## config.mk

```make
export PLATFORM = sky130hd
export DESIGN_NAME = alu_top
export DESIGN_NICKNAME = d
export VERILOG_FILES = /design/src/hw/alu_pkg.sv /design/src/hw/alu_top.sv /design/src/hw/alu_div.sv /design/src/hw/alu_mul.sv /design/src/hw/alu_shift.sv /design/src/hw/alu_addsub_cmp.sv
export SDC_FILE = /design/constraint.sdc
export NUM_CORES = 2
export LEC_CHECK = 0
export ABC_AREA = 0
export BUFFER_PORTS_ARGS = -buffer_cell sky130_fd_sc_hd__buf_2
export CORE_ASPECT_RATIO = 0.5
export CORE_UTILIZATION = 45
export CTS_CLUSTER_DIAMETER = 120
export DETAILED_ROUTE_END_ITERATION = 8
export PLACE_DENSITY = 0.62
export REMOVE_ABC_BUFFERS = 1
export SYNTH_ARGS = -nofsm -noshare
export SYNTH_HDL_FRONTEND = slang
export SYNTH_SLANG_ARGS = --single-unit
export TNS_END_PERCENT = 10
```

## constraint.sdc

```tcl
create_clock -name clk -period 5.9 [get_ports clk]
set_clock_uncertainty 0.1 [all_clocks]
set_input_delay 1.18 -clock clk [delete_from_list [all_inputs] [get_ports clk]]
set_output_delay 1.18 -clock clk [all_outputs]
set_load 0.005 [all_outputs]
```

## src/hw/alu_pkg.sv

```systemverilog
`default_nettype none

package alu_pkg;

  localparam int unsigned XLEN     = 64;
  localparam int unsigned WLEN     = 32;  // word forms
  localparam int unsigned ALU_OP_W = 5;
  localparam int unsigned SHAMT_W  = $clog2(XLEN);
  localparam int unsigned WSHAMT_W = $clog2(WLEN);

  // iteration counts of the multi-cycle units
  localparam int unsigned MUL_CYCLES = 64;
  localparam int unsigned DIV_CYCLES = 64;
  localparam int unsigned CNT_W      = $clog2(DIV_CYCLES);

  // shifter kind codes
  localparam logic [1:0] SHIFT_SLL = 2'd0;
  localparam logic [1:0] SHIFT_SRL = 2'd1;
  localparam logic [1:0] SHIFT_SRA = 2'd2;

  typedef enum logic [ALU_OP_W-1:0] {
    ALU_ADD    = 5'd0,
    ALU_SUB    = 5'd1,
    ALU_AND    = 5'd2,
    ALU_OR     = 5'd3,
    ALU_XOR    = 5'd4,
    ALU_SLL    = 5'd5,
    ALU_SRL    = 5'd6,
    ALU_SRA    = 5'd7,
    ALU_SLLW   = 5'd8,
    ALU_SRLW   = 5'd9,
    ALU_SRAW   = 5'd10,
    ALU_SLT    = 5'd11,
    ALU_SLTU   = 5'd12,
    ALU_BEQ    = 5'd13,
    ALU_BNE    = 5'd14,
    ALU_BLT    = 5'd15,
    ALU_BGE    = 5'd16,
    ALU_BLTU   = 5'd17,
    ALU_BGEU   = 5'd18,
    ALU_MUL    = 5'd19,
    ALU_MULH   = 5'd20,
    ALU_MULHSU = 5'd21,
    ALU_MULHU  = 5'd22,
    ALU_MULW   = 5'd23,
    ALU_DIV    = 5'd24,
    ALU_DIVU   = 5'd25,
    ALU_REM    = 5'd26,
    ALU_REMU   = 5'd27,
    ALU_DIVW   = 5'd28,
    ALU_DIVUW  = 5'd29,
    ALU_REMW   = 5'd30,
    ALU_REMUW  = 5'd31
  } alu_op_e;

  typedef struct packed {
    alu_op_e         op;
    logic [XLEN-1:0] a;
    logic [XLEN-1:0] b;
  } alu_req_t;

  typedef struct packed {
    logic [XLEN-1:0] result;
    logic            cmp;  // branch / set-less-than outcome
  } alu_rsp_t;

endpackage

`default_nettype wire
```

## src/hw/alu_top.sv

```systemverilog
`default_nettype none

module alu_top (
  input  wire                    clk,
  input  wire                    rst_n_i,
  input  wire                    req_valid_i,
  output logic                   req_ready_o,
  input  wire alu_pkg::alu_req_t req_i,
  output logic                   rsp_valid_o,
  input  wire                    rsp_ready_i,
  output alu_pkg::alu_rsp_t      rsp_o
);

  import alu_pkg::*;

  alu_req_t          req_q;
  logic              act_q;  // request just registered, not yet dispatched
  logic              accept;

  // decoded controls
  logic              is_sub;
  logic              is_cmp;
  logic              is_mul;
  logic              is_div;
  logic [1:0]        sh_kind;
  logic              sh_word;
  logic              mul_a_signed;
  logic              mul_b_signed;
  logic              div_signed;
  logic              div_word;

  logic [XLEN-1:0]   sum;
  logic              lt;
  logic              ltu;
  logic              eq;
  logic [XLEN-1:0]   shift_res;
  logic              cmp_bit;
  logic [XLEN-1:0]   fast_result;
  logic [XLEN-1:0]   slow_result;

  logic              mul_start;
  logic              mul_busy;
  logic              mul_done;
  logic [2*XLEN-1:0] prod;
  logic              div_start;
  logic              div_busy;
  logic              div_done;
  logic [XLEN-1:0]   quot;
  logic [XLEN-1:0]   rem;

  alu_rsp_t          rsp_q;
  logic              rsp_valid_q;
  logic              rsp_load;

  always_comb begin
    is_sub       = 1'b0;
    is_cmp       = 1'b0;
    is_mul       = 1'b0;
    is_div       = 1'b0;
    sh_kind      = SHIFT_SLL;
    mul_a_signed = 1'b0;
    mul_b_signed = 1'b0;
    div_signed   = 1'b0;
    div_word     = 1'b0;
    case (req_q.op)
      ALU_SUB:           is_sub = 1'b1;
      ALU_SRL, ALU_SRLW: sh_kind = SHIFT_SRL;
      ALU_SRA, ALU_SRAW: sh_kind = SHIFT_SRA;
      ALU_SLT, ALU_SLTU, ALU_BEQ, ALU_BNE,
      ALU_BLT, ALU_BGE, ALU_BLTU, ALU_BGEU: is_cmp = 1'b1;
      ALU_MUL, ALU_MULH, ALU_MULW: begin
        is_mul       = 1'b1;
        mul_a_signed = 1'b1;
        mul_b_signed = 1'b1;
      end
      ALU_MULHSU: begin
        is_mul       = 1'b1;
        mul_a_signed = 1'b1;
      end
      ALU_MULHU:         is_mul = 1'b1;
      ALU_DIV, ALU_REM: begin
        is_div     = 1'b1;
        div_signed = 1'b1;
      end
      ALU_DIVU, ALU_REMU: is_div = 1'b1;
      ALU_DIVW, ALU_REMW: begin
        is_div     = 1'b1;
        div_signed = 1'b1;
        div_word   = 1'b1;
      end
      ALU_DIVUW, ALU_REMUW: begin
        is_div   = 1'b1;
        div_word = 1'b1;
      end
      default: ;
    endcase
  end

  assign sh_word = req_q.op inside {ALU_SLLW, ALU_SRLW, ALU_SRAW};

  alu_addsub_cmp u_alu_addsub_cmp (
    .a_i   (req_q.a),
    .b_i   (req_q.b),
    .sub_i (is_sub | is_cmp),  // compares subtract too
    .sum_o (sum),
    .lt_o  (lt),
    .ltu_o (ltu),
    .eq_o  (eq)
  );

  alu_shift u_alu_shift (
    .a_i     (req_q.a),
    .shamt_i (req_q.b[SHAMT_W-1:0]),
    .kind_i  (sh_kind),
    .word_i  (sh_word),
    .shift_o (shift_res)
  );

  always_comb begin
    case (req_q.op)
      ALU_SLT, ALU_BLT:   cmp_bit = lt;
      ALU_SLTU, ALU_BLTU: cmp_bit = ltu;
      ALU_BEQ:            cmp_bit = eq;
      ALU_BNE:            cmp_bit = ~eq;
      ALU_BGE:            cmp_bit = ~lt;
      ALU_BGEU:           cmp_bit = ~ltu;
      default:            cmp_bit = 1'b0;
    endcase
  end

  always_comb begin
    case (req_q.op)
      ALU_ADD, ALU_SUB: fast_result = sum;
      ALU_AND:          fast_result = req_q.a & req_q.b;
      ALU_OR:           fast_result = req_q.a | req_q.b;
      ALU_XOR:          fast_result = req_q.a ^ req_q.b;
      ALU_SLL, ALU_SRL, ALU_SRA,
      ALU_SLLW, ALU_SRLW, ALU_SRAW: fast_result = shift_res;
      default:          fast_result = {{(XLEN-1){1'b0}}, cmp_bit};  // compares
    endcase
  end

  // start pulses in the cycle after accept
  assign mul_start = act_q & is_mul;
  assign div_start = act_q & is_div;

  alu_mul u_alu_mul (
    .clk        (clk),
    .rst_n_i    (rst_n_i),
    .start_i    (mul_start),
    .a_signed_i (mul_a_signed),
    .b_signed_i (mul_b_signed),
    .a_i        (req_q.a),
    .b_i        (req_q.b),
    .busy_o     (mul_busy),
    .done_o     (mul_done),
    .prod_o     (prod)
  );

  alu_div u_alu_div (
    .clk      (clk),
    .rst_n_i  (rst_n_i),
    .start_i  (div_start),
    .signed_i (div_signed),
    .word_i   (div_word),
    .a_i      (req_q.a),
    .b_i      (req_q.b),
    .busy_o   (div_busy),
    .done_o   (div_done),
    .quot_o   (quot),
    .rem_o    (rem)
  );

  always_comb begin
    case (req_q.op)
      ALU_MUL:                         slow_result = prod[XLEN-1:0];
      ALU_MULH, ALU_MULHSU, ALU_MULHU: slow_result = prod[2*XLEN-1:XLEN];
      ALU_MULW: slow_result = {{(XLEN-WLEN){prod[WLEN-1]}}, prod[WLEN-1:0]};
      ALU_REM, ALU_REMU, ALU_REMW, ALU_REMUW: slow_result = rem;
      default:                         slow_result = quot;
    endcase
  end

  // idle and nothing waiting at the output
  assign req_ready_o = ~act_q & ~rsp_valid_q & ~mul_busy & ~div_busy
                     & ~mul_done & ~div_done;
  assign accept      = req_valid_i & req_ready_o;

  assign rsp_load = (act_q & ~is_mul & ~is_div) | mul_done | div_done;

  always_ff @(posedge clk) begin
    if (accept) begin
      req_q <= req_i;
    end
  end

  always_ff @(posedge clk) begin
    if (!rst_n_i) begin
      act_q       <= 1'b0;
      rsp_valid_q <= 1'b0;
    end else begin
      act_q <= accept;
      if (rsp_load) begin
        rsp_valid_q <= 1'b1;
      end else if (rsp_ready_i) begin
        rsp_valid_q <= 1'b0;  // response taken
      end
    end
  end

  always_ff @(posedge clk) begin
    if (rsp_load) begin
      rsp_q.result <= (mul_done | div_done) ? slow_result : fast_result;
      rsp_q.cmp    <= cmp_bit;
    end
  end

  assign rsp_valid_o = rsp_valid_q;
  assign rsp_o       = rsp_q;

endmodule

`default_nettype wire

```

## src/hw/alu_div.sv

```systemverilog
`default_nettype none

module alu_div (
  input  wire                      clk,
  input  wire                      rst_n_i,
  input  wire                      start_i,
  input  wire                      signed_i,
  input  wire                      word_i,
  input  wire  [alu_pkg::XLEN-1:0] a_i,
  input  wire  [alu_pkg::XLEN-1:0] b_i,
  output logic                     busy_o,
  output logic                     done_o,
  output logic [alu_pkg::XLEN-1:0] quot_o,
  output logic [alu_pkg::XLEN-1:0] rem_o
);

  import alu_pkg::*;

  logic             a_fill;
  logic             b_fill;
  logic [XLEN-1:0]  a_ext;
  logic [XLEN-1:0]  b_ext;
  logic             a_neg;
  logic             b_neg;
  logic [XLEN-1:0]  a_mag;
  logic [XLEN-1:0]  b_mag;
  logic             load;

  logic [XLEN-1:0]  quot_q;  // dividend bits out, quotient bits in
  logic [XLEN-1:0]  rem_q;
  logic [XLEN-1:0]  dvsr_q;
  logic [XLEN-1:0]  dvnd_q;  // extended dividend, kept for the special cases
  logic             quot_neg_q;
  logic             rem_neg_q;
  logic             by_zero_q;
  logic             ovf_q;
  logic             word_q;
  logic [CNT_W-1:0] cnt_q;

  logic [XLEN:0]    shifted;
  logic [XLEN:0]    diff;
  logic [XLEN-1:0]  quot_fix;
  logic [XLEN-1:0]  rem_fix;
  logic [XLEN-1:0]  quot_sel;
  logic [XLEN-1:0]  rem_sel;

  // word forms extend the low half first
  assign a_fill = signed_i & a_i[WLEN-1];
  assign b_fill = signed_i & b_i[WLEN-1];
  assign a_ext  = word_i ? {{(XLEN-WLEN){a_fill}}, a_i[WLEN-1:0]} : a_i;
  assign b_ext  = word_i ? {{(XLEN-WLEN){b_fill}}, b_i[WLEN-1:0]} : b_i;

  assign a_neg = signed_i & a_ext[XLEN-1];
  assign b_neg = signed_i & b_ext[XLEN-1];
  assign a_mag = a_neg ? -a_ext : a_ext;
  assign b_mag = b_neg ? -b_ext : b_ext;

  assign load = start_i & ~busy_o;

  always_ff @(posedge clk) begin
    if (!rst_n_i) begin
      busy_o <= 1'b0;
      done_o <= 1'b0;
      cnt_q  <= '0;
    end else begin
      done_o <= 1'b0;
      if (busy_o) begin
        cnt_q <= cnt_q + 1'b1;
        if (cnt_q == CNT_W'(DIV_CYCLES - 1)) begin
          busy_o <= 1'b0;
          done_o <= 1'b1;
        end
      end else if (load) begin
        busy_o <= 1'b1;
        cnt_q  <= '0;
      end
    end
  end

  // restoring step
  assign shifted = {rem_q, quot_q[XLEN-1]};
  assign diff    = shifted - {1'b0, dvsr_q};

  always_ff @(posedge clk) begin
    if (load) begin
      quot_q     <= a_mag;
      rem_q      <= '0;
      dvsr_q     <= b_mag;
      dvnd_q     <= a_ext;
      quot_neg_q <= a_neg ^ b_neg;
      rem_neg_q  <= a_neg;  // remainder follows the dividend
      by_zero_q  <= (b_ext == '0);
      ovf_q      <= signed_i & (a_ext == {1'b1, {(XLEN-1){1'b0}}}) & (b_ext == '1);
      word_q     <= word_i;
    end else if (busy_o) begin
      if (!diff[XLEN]) begin  // divisor fits
        rem_q  <= diff[XLEN-1:0];
        quot_q <= {quot_q[XLEN-2:0], 1'b1};
      end else begin
        rem_q  <= shifted[XLEN-1:0];
        quot_q <= {quot_q[XLEN-2:0], 1'b0};
      end
    end
  end

  assign quot_fix = quot_neg_q ? -quot_q : quot_q;
  assign rem_fix  = rem_neg_q ? -rem_q : rem_q;

  always_comb begin
    if (by_zero_q) begin
      quot_sel = '1;
      rem_sel  = dvnd_q;
    end else if (ovf_q) begin
      quot_sel = dvnd_q;
      rem_sel  = '0;
    end else begin
      quot_sel = quot_fix;
      rem_sel  = rem_fix;
    end
  end

  assign quot_o = word_q ? {{(XLEN-WLEN){quot_sel[WLEN-1]}}, quot_sel[WLEN-1:0]} : quot_sel;
  assign rem_o  = word_q ? {{(XLEN-WLEN){rem_sel[WLEN-1]}}, rem_sel[WLEN-1:0]} : rem_sel;

endmodule

`default_nettype wire

```

## src/hw/alu_mul.sv

```systemverilog
`default_nettype none

module alu_mul (
  input  wire                        clk,
  input  wire                        rst_n_i,
  input  wire                        start_i,
  input  wire                        a_signed_i,
  input  wire                        b_signed_i,
  input  wire  [alu_pkg::XLEN-1:0]   a_i,
  input  wire  [alu_pkg::XLEN-1:0]   b_i,
  output logic                       busy_o,
  output logic                       done_o,
  output logic [2*alu_pkg::XLEN-1:0] prod_o
);

  import alu_pkg::*;

  logic              a_neg;
  logic              b_neg;
  logic [XLEN-1:0]   a_mag;
  logic [XLEN-1:0]   b_mag;
  logic              load;

  logic [2*XLEN-1:0] mcand_q;   // multiplicand, moves up one bit per step
  logic [XLEN-1:0]   mplier_q;  // multiplier, consumed from bit 0
  logic [2*XLEN-1:0] acc_q;
  logic              neg_q;
  logic [CNT_W-1:0]  cnt_q;

  assign a_neg = a_signed_i & a_i[XLEN-1];
  assign b_neg = b_signed_i & b_i[XLEN-1];
  assign a_mag = a_neg ? -a_i : a_i;
  assign b_mag = b_neg ? -b_i : b_i;

  assign load = start_i & ~busy_o;

  always_ff @(posedge clk) begin
    if (!rst_n_i) begin
      busy_o <= 1'b0;
      done_o <= 1'b0;
      cnt_q  <= '0;
    end else begin
      done_o <= 1'b0;
      if (busy_o) begin
        cnt_q <= cnt_q + 1'b1;
        // last step, product is final after this edge
        if (cnt_q == CNT_W'(MUL_CYCLES - 1)) begin
          busy_o <= 1'b0;
          done_o <= 1'b1;
        end
      end else if (load) begin
        busy_o <= 1'b1;
        cnt_q  <= '0;
      end
    end
  end

  // shift-add on magnitudes
  always_ff @(posedge clk) begin
    if (load) begin
      mcand_q  <= {{XLEN{1'b0}}, a_mag};
      mplier_q <= b_mag;
      acc_q    <= '0;
      neg_q    <= a_neg ^ b_neg;
    end else if (busy_o) begin
      if (mplier_q[0]) begin
        acc_q <= acc_q + mcand_q;
      end
      mcand_q  <= mcand_q << 1;
      mplier_q <= mplier_q >> 1;
    end
  end

  // sign restored on the full 128-bit product
  assign prod_o = neg_q ? -acc_q : acc_q;

endmodule

`default_nettype wire

```

## src/hw/alu_shift.sv

```systemverilog
`default_nettype none

module alu_shift (
  input  wire  [alu_pkg::XLEN-1:0]    a_i,
  input  wire  [alu_pkg::SHAMT_W-1:0] shamt_i,
  input  wire  [1:0]                  kind_i,
  input  wire                         word_i,
  output logic [alu_pkg::XLEN-1:0]    shift_o
);

  import alu_pkg::*;

  logic [XLEN-1:0]     res64;
  logic [WLEN-1:0]     res32;
  logic [WLEN-1:0]     a_lo;
  logic [WSHAMT_W-1:0] sh_lo;

  // word forms only look at the low half and 5 shift bits
  assign a_lo  = a_i[WLEN-1:0];
  assign sh_lo = shamt_i[WSHAMT_W-1:0];

  always_comb begin
    case (kind_i)
      SHIFT_SRL: begin
        res64 = a_i >> shamt_i;
        res32 = a_lo >> sh_lo;
      end
      SHIFT_SRA: begin
        res64 = $signed(a_i) >>> shamt_i;
        res32 = $signed(a_lo) >>> sh_lo;
      end
      default: begin  // sll
        res64 = a_i << shamt_i;
        res32 = a_lo << sh_lo;
      end
    endcase
  end

  assign shift_o = word_i ? {{(XLEN-WLEN){res32[WLEN-1]}}, res32} : res64;

endmodule

`default_nettype wire

```

## src/hw/alu_addsub_cmp.sv

```systemverilog
`default_nettype none

module alu_addsub_cmp (
  input  wire  [alu_pkg::XLEN-1:0] a_i,
  input  wire  [alu_pkg::XLEN-1:0] b_i,
  input  wire                      sub_i,
  output logic [alu_pkg::XLEN-1:0] sum_o,
  output logic                     lt_o,
  output logic                     ltu_o,
  output logic                     eq_o
);

  import alu_pkg::*;

  logic [XLEN:0] a_ext;
  logic [XLEN:0] b_ext;
  logic [XLEN:0] sum_ext;
  logic          sign;
  logic          ovf;
  logic          carry;

  // one extra sign bit on both sides
  assign a_ext = {a_i[XLEN-1], a_i};
  assign b_ext = {b_i[XLEN-1], b_i} ^ {(XLEN+1){sub_i}};  // invert b for a - b

  assign sum_ext = a_ext + b_ext + {{XLEN{1'b0}}, sub_i};
  assign sum_o   = sum_ext[XLEN-1:0];

  assign sign  = sum_ext[XLEN-1];
  assign ovf   = sum_ext[XLEN] ^ sum_ext[XLEN-1];

  // carry out of the 64-bit add, recovered from the extension bit
  assign carry = sum_ext[XLEN] ^ a_ext[XLEN] ^ b_ext[XLEN];

  assign lt_o  = sign ^ ovf;
  assign ltu_o = sub_i ^ carry;  // borrow on subtract
  assign eq_o  = (sum_ext[XLEN-1:0] == '0);

endmodule

`default_nettype wire

```

==> results.tsv <==
metric	value	unit
first-pass GRT wire length	485.3	mm
Area growth syn-to-layout	13.25	%
Pwr Density	326.7	mW/mm2
DR vias/cell	6.626	
worst slack, placed	-0.4184	ns
clk sinks	798	
Final Hold Vio Count	0	
CP required	6.18	ns
status	finished clean	
placer's final routability congestion estimate	1.158	
Post-DP Area	0.07751	mm2
initial antenna violation count	23	
GRT Total Usage	41.45	%
Worst VDD drop	0.2462	mV
slowest stage delay, CP	0.95	ns
vias in the first global route	67540	
Comb pwr share	48.8	%
CTS tree	yes	
DRT antenna net count	0	
CP Capture Type	register	
Worst-path clk slew	0.07	ns
Setup violations, final	0	
WL/cell	30.40	um
Crit Path Category	reg -> reg	
total gr overflow	0	
die width	565.2	um
Pleak	32.43	nW
min Tclk post-route	5.867	ns
CP max FO	12	
ratio of cells with drive above 1 in the final layout	13.38	%
Boundary Pins	204	
Root Buffer	clkbuf_16	
DRT Wirelength	345.3	mm
Synth Cell Area	0.07136	mm2
nets@finish	9725	
crit path cell chain	and3b_1 -> a21o_1 -> or2_4 -> buf_12 -> xnor2_1 -> ha_1 -> buf_4 -> buf_4 -> a21oi_1 -> buf_4 -> o21a_1 -> o22ai_1 -> or2_2 -> a21oi_1 -> nand2_1 -> xnor2_1 -> buf_4 -> o21ai_0 -> o21ai_0 -> nand2_1	
Post-synth EDFFs	524	
Clock power frac	22.4	%
Die Y-Extent	283.6	um
FF+latch count, synth	798	
Crit path max-delay family	compound AO/OA/AOI/OAI gates	
TritonCTS buffer count	84	
Clock Latency Late Sink	0.75	ns
Mapped Cells	8904	
Iteration-0 DRC Markers	12250	
core area	0.1561	mm2
register area share after synthesis	29.74	%
final period utilization	99.45	%
Max Slew Vio Count	0	
Max Freq	0.1704	GHz
num rows	102	
I/O Buffers	203	
max_slew headroom	6.098	%
synth unique cells	108	
HP Class	reg -> reg	
critical path buffer and inverter count	5	
register share of total power	28.8	%
TritonRoute pass-1 iters	8	
Critical Path Slowest Stage Cell	o21ai_0	
most frequent cell on the critical path	buf_4	
final instance area	0.08082	mm2
deepest clock path buffer count	3	
Worst Path Arrival	6.14	ns
Sw Ratio	44.48	%
Max Cap Violations	0	
DIE AREA	0.1603	mm2
startpoint types	register	
vias	75270	
post-DP HPWL	269.7	mm
ys async rst share	0	%
H-tree lvl count	3	
Worst Tran Pin Value	1.399	ns
largest net degree at the start of global routing	144	
PnR worst setup slack	0.03255	ns
Switch Pwr	11.74	mW
Initial Util	45.72	%
dominant synthesized flop cell	edfxtp_1	
Syn Area/Cell	8.015	um2
# DRC	0	
warnings from Yosys	0	
Power Internal	14.66	mW
# hold bufs at CTS	0	
## power groups by stage
stage / registers (mW) / logic, mW / clock network (mW)
CTS: 7.53 / 12.2 / 5.94
floorplan: 7.42 / 7.56 / 0
finish: 7.61 / 12.9 / 5.91
detailed placement: 7.65 / 12.1 / 0
global route: 7.65 / 13.6 / 6.14
global placement: 7.64 / 12.1 / 0
## cells in the final DEF, fill, tap and decap left out, drive strengths merged, types with 203 or more instances in the layout
| cell type | instances |
|---|---|
| a21oi | 719 |
| buf | 856 |
| dfxtp | 274 |
| edfxtp | 524 |
| ha | 397 |
| inv | 303 |
| mux2i | 245 |
| nand2 | 997 |
| nor2 | 739 |
| o21ai | 992 |
| xnor2 | 588 |
| xor2 | 203 |
## cells in the mapped netlist, drive strengths merged (84+ instances only)
library cell / instances / area share [%]
nand2: 997 / 5.2
o21ai: 992 / 7.0
nor2: 739 / 3.9
a21oi: 719 / 5.0
xnor2: 588 / 7.2
clkbuf: 572 / 3.2
edfxtp: 524 / 22
ha: 397 / 7.0
inv: 293 / 1.5
dfxtp: 274 / 7.7
mux2i: 245 / 3.4
xor2: 203 / 2.5
a21o: 182 / 1.9
nand3: 179 / 1.3
nand4: 135 / 1.2
nor3: 128 / 0.90
o31ai: 110 / 1.2
a221oi: 99 / 1.3
a31oi: 98 / 0.86
nand2b: 84 / 0.76
## registers in the layout (all words and copies together), names as in the netlist, 6 cells and up
register	count
u_alu_div.cnt_q	6
req_q	133
u_alu_div.dvsr_q	64
u_alu_mul.cnt_q	6
u_alu_div.quot_q	64
u_alu_mul.acc_q	128
u_alu_mul.mplier_q	64
u_alu_div.rem_q	64
u_alu_div.dvnd_q	64
u_alu_mul.mcand_q	128
rsp_o	65
## through the flow
step | hold WS (ns) | util [%] | power [mW] | std cells | TNS, ns
floorplan | 0.3633 | - | 14.98 | 8246 | -829.20
global placement | 0.3876 | 49.66 | 19.74 | 11170 | -0.6386
detailed placement | 0.3902 | 49.66 | 19.77 | 11170 | -0.7485
CTS | 0.4101 | 51.64 | 25.70 | 11330 | 0
global route | 0.4243 | 51.74 | 27.35 | 11340 | -0.04557
finish | 0.4021 | 51.78 | 26.40 | 11360 | 0
## layout make-up
class                   instances  area (um2)
clock inverters                57       683.2
diodes                         23       57.56
fillers                     15130       75260
flip-flops and latches        798       21220
well taps                    2080        2603
repair buffers                856        6187
multi-input cells            7148       46660
inverters                     300        1142
clock buffers                  98        2266
## layer usage
layer	GRT usage [%]	part of all wire [%]
met5	2.143	0.20
met3	22.23	17
met1	57.34	42
met4	12.28	3.8
met2	54.01	37
## final timing paths
path	slack, ns	cells after the start	endpoint	startpoint
setup / recovery	0.03	20	rsp_o[40]$_DFFE_PP_	req_q[131]$_DFFE_PP_
hold / removal	0.40	1	u_alu_mul.mcand_q[127]$_SDFFE_PP0P_	u_alu_mul.mcand_q[127]$_SDFFE_PP0P_
setup reg to reg	0.03	20	rsp_o[40]$_DFFE_PP_	req_q[131]$_DFFE_PP_
hold reg to reg	0.40	1	u_alu_mul.mcand_q[127]$_SDFFE_PP0P_	u_alu_mul.mcand_q[127]$_SDFFE_PP0P_
## cell families after synthesis
group                    after synthesis  share of synthesized area, %
AO/OA/AOI/OAI                       2978                         26.07
multiplexers                         329                         5.172
XOR/XNOR                             791                         9.708
buffers and inverters                958                         5.314
AND/OR/NAND/NOR                     2650                         16.95
flip-flops                           798                         29.74
adder cells (fa/ha/maj)              400                         7.045
## timing repair
action                                  in CTS  in global routing
setup buffers                                8                  4
endpoints found under the setup margin       2                  3
gates cloned                                 0                  0
gates resized for setup                     20                 35
pin swaps                                   11                 11
No activity file was read; power rests on OpenSTA's default activity.
